==> src/discrete_audio_pkg.sv <==
// Discrete audio stage shared definitions
// Holds the sample type, the sample-rate divider, the component values of
// the mixer and both RC filters, and the fixed-point filter coefficients
// that are derived from them at elaboration time.

`default_nettype none

package discrete_audio_pkg;

    localparam int SAMPLE_W = 16;
    typedef logic signed [SAMPLE_W-1:0] sample_t;

    localparam int AUDIO_CLK_DIV   = 8;      // System clocks per sample in simulation
    localparam int SAMPLE_RATE     = 48000;
    localparam int ALPHA_FRAC_BITS = 16;     // Coefficients are Q16

    // Mixer weights in Q8, standing in for the two input resistors
    localparam int MIX_GAIN_A = 160;
    localparam int MIX_GAIN_B = 96;

    // Capacitances are stored pre-scaled by 2**35 to keep the math integer
    localparam longint HP_R_OHMS       = 47000;
    localparam longint HP_C_35_SHIFTED = 113387;  // 3.3 uF
    localparam longint LP_R_OHMS       = 10000;
    localparam longint LP_C_35_SHIFTED = 3436;    // 0.1 uF

    // Sample period and RC time constants, all scaled by 2**32
    localparam longint DT_32_SHIFTED    = (longint'(1) <<< 32) / SAMPLE_RATE;
    localparam longint HP_RC_32_SHIFTED = (HP_R_OHMS * HP_C_35_SHIFTED) >>> 3;
    localparam longint LP_RC_32_SHIFTED = (LP_R_OHMS * LP_C_35_SHIFTED) >>> 3;

    // High-pass smoothing factor RC / (RC + dt)
    localparam int HP_ALPHA = int'((HP_RC_32_SHIFTED <<< ALPHA_FRAC_BITS) /
                                   (HP_RC_32_SHIFTED + DT_32_SHIFTED));

    // Low-pass smoothing factor dt / (RC + dt)
    localparam int LP_ALPHA = int'((DT_32_SHIFTED <<< ALPHA_FRAC_BITS) /
                                   (LP_RC_32_SHIFTED + DT_32_SHIFTED));

    // Width of the intermediate results that are clamped back to a sample
    localparam int WIDE_W = 40;

    localparam logic signed [WIDE_W-1:0] SAT_HI = (1 <<< (SAMPLE_W - 1)) - 1;
    localparam logic signed [WIDE_W-1:0] SAT_LO = -(1 <<< (SAMPLE_W - 1));

    // Clamps a wide signed value into the sample range
    function automatic sample_t saturate_sample(input logic signed [WIDE_W-1:0] value);
        sample_t result;
        if (value > SAT_HI) begin
            result = sample_t'(SAT_HI);
        end else if (value < SAT_LO) begin
            result = sample_t'(SAT_LO);
        end else begin
            result = sample_t'(value);
        end
        return result;
    endfunction

endpackage

`default_nettype wire

==> src/audio_clock_enable.sv <==
// Sample-rate enable generator
// Divides the system clock down to a registered strobe that is high for a
// single cycle once every DIV cycles. The first strobe follows DIV cycles
// after reset is released.

`timescale 1ns/1ps
`default_nettype none

module audio_clock_enable
    import discrete_audio_pkg::*;
#(
    parameter int DIV = AUDIO_CLK_DIV
) (
    input  wire  clk,
    input  wire  rst_n,
    output logic audio_clk_en
);

    localparam int CNT_W = (DIV > 1) ? $clog2(DIV) : 1;

    logic [CNT_W-1:0] div_cnt;
    logic             wrap;

    assign wrap = (div_cnt == CNT_W'(DIV - 1));  // Last cycle of the sample period

    always_ff @(posedge clk or negedge rst_n) begin
        if (!rst_n) begin
            div_cnt      <= '0;
            audio_clk_en <= 1'b0;
        end else begin
            div_cnt      <= wrap ? '0 : div_cnt + 1'b1;
            audio_clk_en <= wrap;  // Strobe lands one cycle after the wrap is seen
        end
    end

endmodule

`default_nettype wire

==> src/discrete_audio_stage.sv <==
// Discrete audio analog stage
// Chains the sample-rate enable generator, the resistor mixer, the RC
// high-pass and the RC low-pass filter. Each stage steps on the same
// enable, so a source pair reaches sample_out two enables after capture.

`timescale 1ns/1ps
`default_nettype none

module discrete_audio_stage
    import discrete_audio_pkg::*;
(
    input  wire     clk,
    input  wire     rst_n,
    input  sample_t source_a,
    input  sample_t source_b,
    output logic    audio_clk_en,
    output sample_t sample_out
);

    sample_t mix_sample;
    sample_t hp_sample;

    audio_clock_enable #(
        .DIV          (AUDIO_CLK_DIV)
    ) audio_clock_enable_i (
        .clk          (clk),
        .rst_n        (rst_n),
        .audio_clk_en (audio_clk_en)
    );

    resistor_mixer resistor_mixer_i (
        .clk          (clk),
        .rst_n        (rst_n),
        .audio_clk_en (audio_clk_en),
        .source_a     (source_a),
        .source_b     (source_b),
        .mix_sample   (mix_sample)
    );

    resistor_capacitor_high_pass_filter #(
        .ALPHA        (HP_ALPHA)
    ) high_pass_i (
        .clk          (clk),
        .rst_n        (rst_n),
        .audio_clk_en (audio_clk_en),
        .sample_in    (mix_sample),
        .sample_out   (hp_sample)
    );

    resistor_capacitor_low_pass_filter #(
        .ALPHA        (LP_ALPHA)
    ) low_pass_i (
        .clk          (clk),
        .rst_n        (rst_n),
        .audio_clk_en (audio_clk_en),
        .sample_in    (hp_sample),
        .sample_out   (sample_out)
    );

endmodule

`default_nettype wire

==> src/resistor_capacitor_high_pass_filter.sv <==
// First-order RC high-pass filter
// Runs the discrete recursion y[n] = a * (y[n-1] + x[n] - x[n-1]) once per
// sample-rate enable, with a in Q16. Removes the DC component from the
// mix while passing the audio band nearly untouched.

`timescale 1ns/1ps
`default_nettype none

module resistor_capacitor_high_pass_filter
    import discrete_audio_pkg::*;
#(
    parameter int ALPHA = HP_ALPHA
) (
    input  wire     clk,
    input  wire     rst_n,
    input  wire     audio_clk_en,
    input  sample_t sample_in,
    output sample_t sample_out
);

    localparam int COEF_W = ALPHA_FRAC_BITS + 2;  // Unsigned Q16 plus a sign bit
    localparam int DIFF_W = SAMPLE_W + 2;
    localparam int PROD_W = DIFF_W + COEF_W;

    localparam logic signed [COEF_W-1:0] ALPHA_S = COEF_W'(ALPHA);

    sample_t                  prev_in;
    logic signed [DIFF_W-1:0] delta;
    logic signed [PROD_W-1:0] product;
    logic signed [PROD_W-1:0] next_wide;

    always_comb begin
        // Previous output plus the change of the input since the last step
        delta     = sample_out + sample_in - prev_in;
        product   = delta * ALPHA_S;
        next_wide = product >>> ALPHA_FRAC_BITS;
    end

    always_ff @(posedge clk or negedge rst_n) begin
        if (!rst_n) begin
            prev_in    <= '0;
            sample_out <= '0;
        end else if (audio_clk_en) begin
            prev_in    <= sample_in;
            sample_out <= saturate_sample(next_wide);  // A full-scale step can overshoot
        end
    end

endmodule

`default_nettype wire

==> src/resistor_capacitor_low_pass_filter.sv <==
// First-order RC low-pass filter
// Each sample-rate enable moves the output a fraction a of the way toward
// the input, y[n] = y[n-1] + a * (x[n] - y[n-1]), with a in Q16.
// The step is always a fraction of the gap, so the output stays in range.

`timescale 1ns/1ps
`default_nettype none

module resistor_capacitor_low_pass_filter
    import discrete_audio_pkg::*;
#(
    parameter int ALPHA = LP_ALPHA
) (
    input  wire     clk,
    input  wire     rst_n,
    input  wire     audio_clk_en,
    input  sample_t sample_in,
    output sample_t sample_out
);

    localparam int COEF_W = ALPHA_FRAC_BITS + 2;
    localparam int DIFF_W = SAMPLE_W + 1;
    localparam int PROD_W = DIFF_W + COEF_W;

    localparam logic signed [COEF_W-1:0] ALPHA_S = COEF_W'(ALPHA);

    logic signed [DIFF_W-1:0] gap;
    logic signed [PROD_W-1:0] product;
    logic signed [DIFF_W-1:0] step;
    logic signed [DIFF_W-1:0] next_wide;

    always_comb begin
        gap       = sample_in - sample_out;
        product   = gap * ALPHA_S;
        step      = DIFF_W'(product >>> ALPHA_FRAC_BITS);  // Never larger than the gap
        next_wide = sample_out + step;
    end

    always_ff @(posedge clk or negedge rst_n) begin
        if (!rst_n) begin
            sample_out <= '0;
        end else if (audio_clk_en) begin
            sample_out <= sample_t'(next_wide);  // Lies between old output and input
        end
    end

endmodule

`default_nettype wire

==> src/resistor_mixer.sv <==
// Resistor network mixer
// Sums two signed sources with fixed Q8 weights, the way two summing
// resistors into a common node would. The sum is clamped to the sample
// range and captured on each sample-rate enable.

`timescale 1ns/1ps
`default_nettype none

module resistor_mixer
    import discrete_audio_pkg::*;
(
    input  wire     clk,
    input  wire     rst_n,
    input  wire     audio_clk_en,
    input  sample_t source_a,
    input  sample_t source_b,
    output sample_t mix_sample
);

    localparam int GAIN_W = 10;  // Room for the Q8 gains as signed values
    localparam int PROD_W = SAMPLE_W + GAIN_W;
    localparam int SUM_W  = PROD_W + 1;

    localparam logic signed [GAIN_W-1:0] GAIN_A = GAIN_W'(MIX_GAIN_A);
    localparam logic signed [GAIN_W-1:0] GAIN_B = GAIN_W'(MIX_GAIN_B);

    logic signed [PROD_W-1:0] weighted_a;
    logic signed [PROD_W-1:0] weighted_b;
    logic signed [SUM_W-1:0]  weighted_sum;
    logic signed [SUM_W-1:0]  scaled_sum;

    always_comb begin
        weighted_a   = source_a * GAIN_A;
        weighted_b   = source_b * GAIN_B;
        weighted_sum = weighted_a + weighted_b;
        scaled_sum   = weighted_sum >>> 8;  // Drop the Q8 fraction
    end

    always_ff @(posedge clk or negedge rst_n) begin
        if (!rst_n) begin
            mix_sample <= '0;
        end else if (audio_clk_en) begin
            mix_sample <= saturate_sample(scaled_sum);
        end
    end

endmodule

`default_nettype wire
==> config.mk <==
export PLATFORM = sky130hd
export DESIGN_NAME = discrete_audio_stage
export DESIGN_NICKNAME = d
export VERILOG_FILES = /design/src/discrete_audio_pkg.sv /design/src/audio_clock_enable.sv /design/src/discrete_audio_stage.sv /design/src/resistor_capacitor_high_pass_filter.sv /design/src/resistor_capacitor_low_pass_filter.sv /design/src/resistor_mixer.sv
export SDC_FILE = /design/constraint.sdc
export NUM_CORES = 1
export LEC_CHECK = 0
export BUFFER_PORTS_ARGS = -buffer_cell sky130_fd_sc_hd__buf_2
export CORE_MARGIN = 4
export CORE_UTILIZATION = 60
export DETAILED_ROUTE_END_ITERATION = 10
export HOLD_SLACK_MARGIN = 0.06
export PLACE_DENSITY_LB_ADDON = 0.05
export SKIP_LAST_GASP = 1
export SLEW_MARGIN = 20
export SYNTH_ARGS = -nofsm -noshare
export SYNTH_HDL_FRONTEND = slang
export SYNTH_SLANG_ARGS = --single-unit
==> constraint.sdc <==
create_clock -name clk -period 18.9 [get_ports clk]
set_clock_uncertainty 0.1 [all_clocks]
set_input_delay 0 -clock clk [delete_from_list [all_inputs] [get_ports clk]]
set_output_delay 0 -clock clk [all_outputs]
set_load 0.05 [all_outputs]
==> metrics.txt, run 1 <==
syn_nets=2557; clock slew at reported path FFs=0.06 ns; vias in the first global route=13.73k; post-DP HPWL=34.59 mm; Post-synth ARST share=1.000; final setup violating endpoints=0; DR iter-0 viols=701; status=finished clean; GRT overflow=0; top cell type's share of synthesized area=0.2752; synth-to-layout area growth=5.894%; maximum clock frequency=94.15 MHz; commonest non-fill, non-tap cell in the layout=inv_1; initial antenna violation count=0; IO Count=51; first-pass GRT wire length=68.23 mm; top cells by area, synth=fa_1 28%, ha_1 23%, inv_1 10%, dfrtp_1 9.5%, xnor2_1 5.0%; Slew HR=0.2966; wirelength, routed=40.11 mm; Crit Path Category=reg -> reg; RSZ-0062 raised after global routing=false; Die Width=180.7 um; maximum number of pins on one net before global-route repair=72; n_diodes=0; HP Class=in -> reg; post-synthesis mux area share=0.01112; row cnt=62; #FFs+latches synth=68; CTS tree=done; Pins Over Slew Limit=0; initial core utilization=0.6151; final worst-path cycle share=0.5620; worst endpoint required time=19.01 ns; register area=1703 um^2; fillers=2536; share of post-route cells with drive strength above 1=0.06100; area of the multi-input gates=14300 um^2; Yosys top cell by area=fa_1; Syn Area/Cell=9.219 um^2; full die area=32650 um^2; antenna viol nets, final=0; Worst-Margin Slew=1.048 ns; Post-Synth XOR/XNOR Area=0.07565; insertion delay to the later sink of the worst-skew pair=0.34 ns; Ys Warns=0; most used cell, CP=a21oi_1; buffers plus inverters on the worst setup path=5; Clock Path Buffers=2; most frequent cells in the layout=476 x inv_1, 336 x ha_1, 246 x fa_1; # H-tree levels=3; Compound-Gate Fraction of Synth Area=0.1262; Seq/Total Area, Yosys=0.09509; Hold Violations, Final=0; post-synth cell types=68; CORE AREA=29090 um^2; CTS sink count=68; critical path arrival=10.73 ns; TritonCTS buffer count=9; largest family of logic cells by synthesized area=adder cells; vias per inst=5.534; Avg WL per Cell=16.83 um; Primary FF master, synth=dfrtp_1; crit path max fanout=8; crit path launch type=flip-flop; Pre-antenna DRT Iters=5; Cells after Synth=1941; Tmin final=10.62 ns; CP endpoint kind=flip-flop; DIE HEIGHT=180.7 um; Simple-Gate Fraction of Synth Area=0.07481; Max Cap Viol=0; DRC violation count after routing=0; Post-synth EDFFs=0; critical path's top delay family=compound AO/OA/AOI/OAI gates; Root Buffer Master=clkbuf_16; post-synthesis adder-cell area fraction=0.5101; aggregate global-route resource usage=0.2539; Synth Cell Area=17890 um^2; slowest stage cell on the critical path=o41ai_1; routed via count=13.19k; nets=2611; port bufs=50; Post-CTS Setup Inserts=0; CP max stage delay=0.60 ns; setup_tns=0 ns; GPL Wtd Cong=0.9080
-- timing repair --
action	4_1_cts	5_1_grt
resized for setup	0	0
hold buffers	1	0
endpoints found under the hold margin	68	0
-- logic make-up (layout without fill, tap and decap cells) --
family | count (synthesis) | after routing
adders and majority gates | 582 | 582
buffers and inverters | 501 | 560
AOI/OAI and AO/OA | 339 | 339
and+or+nand+nor | 281 | 281
xor gates and xnor gates | 152 | 152
DFF | 68 | 68
muxes | 18 | 18
-- per-layer routing --
metal,vias to the layer above,routed length (um),global-route usage
met2,235,19390,0.4306
li1,6393,-,-
met3,38,1609,0.02896
met4,0,459,0.04053
met5,-,0,0
met1,6527,18660,0.3602
-- synth_stat cells (8+ instances only) --
cell type and number:
nand2b_1 20, o21bai_1 13, nand4_1 10, nor2_1 84, a221o_1 16, a31oi_1 11
dfrtp_1 68, xnor2_1 102, o21a_1 14, inv_1 476, a21o_1 40, nor2b_1 23
nor3_1 25, o211ai_1 8, mux2_2 15, fa_1 246, a211oi_1 8, o21ai_0 66
o221ai_1 11, ha_1 336, nand3_1 21, a21oi_1 95, xor2_1 47, clkbuf_1 13
nand2_1 71
-- stage by stage --
stage | setup slack (ns) | utilization | std cells | hold slack, ns | instance area, um^2
2_1_floorplan | 9.551 | - | 1941 | -0.3956 | 17890
3_3_place_gp | 8.545 | 0.6406 | 2367 | 0.1861 | 18640
3_5_place_dp | 8.361 | 0.6406 | 2367 | 0.1917 | 18640
4_1_cts | 8.304 | 0.6511 | 2384 | 0.2485 | 18940
5_1_grt | 7.289 | 0.6514 | 2384 | 0.3121 | 18950
6_report | 8.279 | 0.6514 | 2384 | 0.2472 | 18950
-- final timing paths --
path | depth (start not counted) | end | startpoint | slack [ns]
max | 43 | low_pass_i.sample_out[15]$_DFFE_PN0P_ | low_pass_i.sample_out[2]$_DFFE_PN0P_ | 8.28
min | 6 | resistor_mixer_i.mix_sample[14]$_DFFE_PN0P_ | source_b[15] | 0.25
max reg2reg | 43 | low_pass_i.sample_out[15]$_DFFE_PN0P_ | low_pass_i.sample_out[2]$_DFFE_PN0P_ | 8.28
min reg2reg | 1 | audio_clock_enable_i.div_cnt[0]$_DFF_PN0_ | audio_clock_enable_i.div_cnt[0]$_DFF_PN0_ | 0.33
max in group asynchronous | 3 | audio_clock_enable_i.audio_clk_en$_DFF_PN0_ | rst_n | 17.71
min in group asynchronous | 3 | high_pass_i.sample_out[10]$_DFFE_PN0P_ | rst_n | 0.32
-- cell type report --
class | count | share of cell area
multi-input cells | 1372 | 0.7547
clock inverters | 6 | 0.003367
inverters | 478 | 0.09495
flip-flops and latches | 68 | 0.08986
repair buffers | 66 | 0.01968
clock buffers | 10 | 0.01208
well taps | 384 | 0.02535
-- tightest hold or removal path, delay by kind of cell --
kind	cells	cell delay, ns
buf+inv	1	0.12
simple gates	2	0.13
fa+ha+maj	1	0.18
xor+xnor	2	0.22
-- registers in the layout (all words and copies together) (netlist names) --
signal / cells
high_pass_i.prev_in: 16
high_pass_i.sample_out: 16
low_pass_i.sample_out: 16
resistor_mixer_i.mix_sample: 16
audio_clock_enable_i.div_cnt: 3
audio_clock_enable_i.audio_clk_en: 1
Power of run 1 is not shown: default switching activity piles up to over one toggle a cycle in this logic, so the estimate is an artifact.
==> inputs of run 2 (changes only) <==
Clock period 18.9 ns to 10 ns, I/O delays scaled along.
==> metrics.txt, run 2 (same netlist as run 1, synthesis figures left out) <==
GRT overflow=0; final setup violating endpoints=0; maximum number of pins on one net before global-route repair=69; fillers=2491; DRC violation count after routing=0; most frequent cells in the layout=475 x inv_1, 336 x ha_1, 246 x fa_1; HP Class=in -> reg; hold path cells=6; routed via count=13.14k; Tmin final=9.417 ns; Hold EP=resistor_mixer_i.mix_sample[14]$_DFFE_PN0P_; GPL Wtd Cong=0.9516; DIE HEIGHT=180.7 um; Pins Over Slew Limit=0; insertion delay to the later sink of the worst-skew pair=0.33 ns; Worst-Margin Slew=0.9545 ns; share of post-route cells with drive strength above 1=0.07745; placement-stage cell area=18810 um^2; slowest stage cell on the critical path=fa_1; commonest non-fill, non-tap cell in the layout=inv_1; reg2reg end=low_pass_i.sample_out[15]$_DFFE_PN0P_; Die Width=180.7 um; crit path max fanout=7; Crit Path Category=reg -> reg; Pre-antenna DRT Iters=5; CTS sink count=68; status=finished clean; Root Buffer Master=clkbuf_16; Avg WL per Cell=16.57 um; maximum clock frequency=106.2 MHz; Slew HR=0.3591; critical path arrival=9.54 ns; antenna viol nets, final=0; Core Util, Final=0.6609; reg-to-reg setup timing slack=0.58 ns; hold_sp=source_b[15]; final instance area=19230 um^2; wirelength, routed=39.96 mm; TritonCTS buffer count=9; worst endpoint required time=10.12 ns; IO Count=51; reg2reg path depth=45; DR iter-0 viols=728; Clock Path Buffers=2; # H-tree levels=3; most used cell, CP=a21oi_1; first-pass GRT wire length=68.38 mm; CP max stage delay=0.53 ns; aggregate global-route resource usage=0.2545; CTS tree=done; n_diodes=0; vias per inst=5.451; full die area=32650 um^2; row cnt=62; initial core utilization=0.6151; crit path launch type=flip-flop; post-DP HPWL=35.00 mm; Hold Violations, Final=0; synth-to-layout area growth=7.439%; vias in the first global route=13.56k; CP endpoint kind=flip-flop; worst reg2reg path startpoint=low_pass_i.sample_out[2]$_DFFE_PN0P_; CORE AREA=29090 um^2; Max Cap Viol=0; final worst-path cycle share=0.9417; port bufs=50; clock slew at reported path FFs=0.06 ns; initial antenna violation count=0; nets=2639
==> run 2: changes by cell type in the layout (fill, tap and decap cells not counted), sizes merged <==
cell,before,now
bufinv,1,2
buf,65,93
clkbuf,10,11
inv,479,478
clkinvlp,2,0
==> run 2: final cells by class <==
class / count / area (um^2) / area share
Timing Repair Buffer: 94 / 583.1 / 0.03033
Clock buffer: 11 / 242.7 / 0.01263
Tap cell: 384 / 480.5 / 0.02499
Multi-Input combinational cell: 1372 / 14340 / 0.7460
Clock inverter: 4 / 73.82 / 0.003840
Inverter: 478 / 1799 / 0.09358
Sequential cell: 68 / 1704 / 0.08864
==> run 2: through the flow <==
stage / setup TNS (ns) / hold slack (ns) / setup slack [ns] / cells
2_1_floorplan: 0 / -0.3956 / 0.6510 / 1941
3_3_place_gp: 0 / 0.1849 / 0.1213 / 2391
3_5_place_dp: -0.04907 / 0.1750 / -0.04907 / 2391
4_1_cts: 0 / 0.2411 / 0.002897 / 2407
5_1_grt: -0.03378 / 0.2793 / -0.03378 / 2411
6_report: 0 / 0.2442 / 0.5828 / 2411
==> run 2: layer usage <==
layer  share of wire  routed length (um)  track usage  vias to the layer above
met5               0                   0            0                        -
met4           0.010                 405      0.03781                        0
met3           0.041                1623      0.02996                       29
met2            0.48               19180       0.4246                      257
met1            0.47               18740       0.3682                     6388
li1                -                   -            -                     6469
==> run 2: worst max path at each step <==
stage                                          from                               endpoint  slack [ns]  cells past startpoint
2_1_floorplan  low_pass_i.sample_out[2]$_DFFE_PN0P_  low_pass_i.sample_out[15]$_DFFE_PN0P_        0.65                     43
3_3_place_gp   low_pass_i.sample_out[2]$_DFFE_PN0P_  low_pass_i.sample_out[15]$_DFFE_PN0P_        0.12                     45
3_5_place_dp   low_pass_i.sample_out[2]$_DFFE_PN0P_  low_pass_i.sample_out[15]$_DFFE_PN0P_       -0.05                     45
4_1_cts        low_pass_i.sample_out[2]$_DFFE_PN0P_  low_pass_i.sample_out[15]$_DFFE_PN0P_       0.003                     45
5_1_grt        low_pass_i.sample_out[2]$_DFFE_PN0P_  low_pass_i.sample_out[15]$_DFFE_PN0P_       -0.03                     45
6_report       low_pass_i.sample_out[2]$_DFFE_PN0P_  low_pass_i.sample_out[15]$_DFFE_PN0P_        0.58                     45
==> run 2: what timing repair did <==
item / CTS / global route
gates resized for setup: 1 / 14
pin swaps: 0 / 2
setup buffers: 0 / 4
endpoints found under the hold margin: 68 / 0
hold buffers: 1 / 0
endpoints found under the setup margin: 1 / 18
==> run 2: critical path, delay by kind of cell (launching register included) <==
kind	cells	cell delay, ns
buf+inv	6	0.52
simple gates	10	1.23
compound gates	19	3.38
flops	1	0.41
xor+xnor	2	0.32
fa+ha+maj	8	3.33
Power of run 2 is left out for the same reason.
==> inputs of run 3 (changes only) <==
Settings changed: ABC_AREA set to 1, PLACE_DENSITY_LB_ADDON 0.05 to 0.25.
==> metrics.txt, run 3 <==
synth-to-layout area growth=5.655%; port bufs=50; CTS sink count=68; CORE AREA=32780 um^2; full die area=36400 um^2; post-DP HPWL=43.39 mm; Post-synth EDFFs=0; reg-to-reg setup timing slack=1.17 ns; n_diodes=0; share of post-route cells with drive strength above 1=0.04716; top cells by area, synth=fa_1 25%, ha_1 21%, inv_1 12%, nand2_1 9.3%, dfrtp_1 8.5%; worst endpoint required time=10.16 ns; routed via count=16.79k; Pins Over Slew Limit=0; IO Count=51; top cell type's share of synthesized area=0.2457; crit path launch type=flip-flop; post-synth cell types=53; Synth Cell Area=20040 um^2; wirelength, routed=49.34 mm; placed cells=3098; DIE HEIGHT=190.8 um; maximum clock frequency=113.3 MHz; worst reg2reg path startpoint=high_pass_i.sample_out[1]$_DFFE_PN0P_; Slew HR=0.3198; reg2reg end=high_pass_i.sample_out[10]$_DFFE_PN0P_; Max Cap Viol=0; row cnt=66; DRC violation count after routing=0; status=finished clean; aggregate global-route resource usage=0.2822; Clock Path Buffers=2; nets=3284; Crit Path Category=reg -> reg; setup_tns=0 ns; CP max stage delay=0.55 ns; HP Class=in -> async; Ys Warns=0; reg2reg path depth=37; Syn Area/Cell=7.668 um^2; insertion delay to the later sink of the worst-skew pair=0.34 ns; Pre-antenna DRT Iters=6; DR iter-0 viols=1033; clock slew at reported path FFs=0.06 ns; Seq/Total Area, Yosys=0.08489; Root Buffer Master=clkbuf_16; CTS tree=done; most frequent cell after synthesis=inv_1; first-pass GRT wire length=83.51 mm; vias in the first global route=17.38k; most used cell, CP=nand2_1; Yosys top cell by area=fa_1; worst setup path start=high_pass_i.sample_out[1]$_DFFE_PN0P_; Avg WL per Cell=15.84 um; syn_nets=3230; initial antenna violation count=0; RSZ-0062 raised after global routing=false; most frequent cells in the layout=653 x inv_1, 495 x nand2_1, 336 x ha_1; initial core utilization=0.6114; # H-tree levels=3; #FFs+latches synth=68; final worst-path cycle share=0.8828; buffers plus inverters on the worst setup path=6; TritonCTS buffer count=9; fin cells=3114; GRT overflow=0; CP Depth=37; vias per inst=5.390; antenna viol nets, final=0; Die Width=190.8 um; final setup violating endpoints=0; Worst setup endpoint=high_pass_i.sample_out[10]$_DFFE_PN0P_; maximum number of pins on one net before global-route repair=69; CP endpoint kind=flip-flop; register area=1703 um^2; Post-CTS Setup Inserts=0; Post-synth ARST share=1.000; commonest non-fill, non-tap cell in the layout=inv_1; crit path max fanout=15; Cells after Synth=2614; slowest stage cell on the critical path=fa_1; fillers=2955; synth cell count leaders=653 x inv_1, 495 x nand2_1, 336 x ha_1, 246 x fa_1, 179 x a21oi_1; Hold Violations, Final=0; area of the multi-input gates=15750 um^2; Worst-Margin Slew=1.013 ns; Core Util, Final=0.6460; Primary FF master, synth=dfrtp_1; GPL Wtd Cong=0.9855; critical path arrival=8.99 ns; critical path's top delay family=adder cells; Tmin final=8.828 ns
==> run 3: changes by cell type after synthesis, moves of 47 or more <==
cell / before / now
xor2_1: 47 / 101
xnor2_1: 102 / 34
nor2_1: 84 / 131
nand2_1: 71 / 495
a21oi_1: 95 / 179
inv_1: 476 / 653
nand3_1: 21 / 79
==> run 3: area by class of cell <==
| type | count | area share |
|---|---|---|
| Tap cell | 442 | 0.02611 |
| Inverter | 661 | 0.1173 |
| Timing Repair Buffer | 63 | 0.01654 |
| Multi-Input combinational cell | 1865 | 0.7437 |
| Clock inverter | 6 | 0.005376 |
| Clock buffer | 9 | 0.01063 |
| Sequential cell | 68 | 0.08041 |
==> run 3: repair_timing <==
item / 4_1_cts / 5_1_grt
setup endpoints to repair: 0 / 0
hold buffers: 1 / 0
resized for setup: 0 / 0
endpoints found under the hold margin: 68 / 0
==> run 3: metrics by stage <==
step | hold slack (ns) | setup WS (ns) | cell area, um^2
floorplan | -0.3956 | 2.171 | 20040
global placement | 0.1624 | 1.392 | 20830
detailed placement | 0.1797 | 1.225 | 20830
CTS | 0.2710 | 1.188 | 21180
global route | 0.3285 | 0.5648 | 21180
finish | 0.2816 | 1.172 | 21180
==> run 3: worst min path at each step <==
| stage | from | slack, ns | endpoint |
|---|---|---|---|
| global route | source_a[0] | 0.33 | resistor_mixer_i.mix_sample[6]$_DFFE_PN0P_ |
| floorplan | rst_n | -0.40 | audio_clock_enable_i.audio_clk_en$_DFF_PN0_ |
| finish | rst_n | 0.28 | low_pass_i.sample_out[15]$_DFFE_PN0P_ |
| CTS | source_a[0] | 0.27 | resistor_mixer_i.mix_sample[6]$_DFFE_PN0P_ |
| detailed placement | rst_n | 0.18 | low_pass_i.sample_out[0]$_DFFE_PN0P_ |
| global placement | rst_n | 0.16 | low_pass_i.sample_out[15]$_DFFE_PN0P_ |
==> run 3: worst register-to-register path: cells and delay by family, from the launching register on <==
| family | cells | cell delay (ns) |
|---|---|---|
| buffers and inverters | 6 | 0.38 |
| AND/OR/NAND/NOR | 16 | 1.92 |
| XOR/XNOR | 1 | 0.55 |
| flip-flops | 1 | 0.44 |
| AO/OA/AOI/OAI | 5 | 1.12 |
| adder cells (fa/ha/maj) | 9 | 4.22 |
==> run 3: cell families (layout without fill, tap and decap cells) <==
| kind of cell | after synthesis | in the layout | share of synthesized area |
|---|---|---|---|
| AOI/OAI and AO/OA | 356 | 356 | 0.1004 |
| xor gates and xnor gates | 143 | 143 | 0.06773 |
| adders and majority gates | 582 | 582 | 0.4554 |
| buffers and inverters | 681 | 739 | 0.1294 |
| DFF | 68 | 68 | 0.08489 |
| muxes | 1 | 1 | 0.0005618 |
| and+or+nand+nor | 783 | 783 | 0.1615 |
==> run 3: per-layer routing <==
metal / global-route usage / vias up / part of all wire
met5: 0 / - / 0
met4: 0.06354 / 0 / 0.024
met3: 0.04614 / 78 / 0.058
met2: 0.4744 / 474 / 0.46
met1: 0.3865 / 8016 / 0.45
li1: - / 8217 / -
Power of run 3 is left out for the same reason.
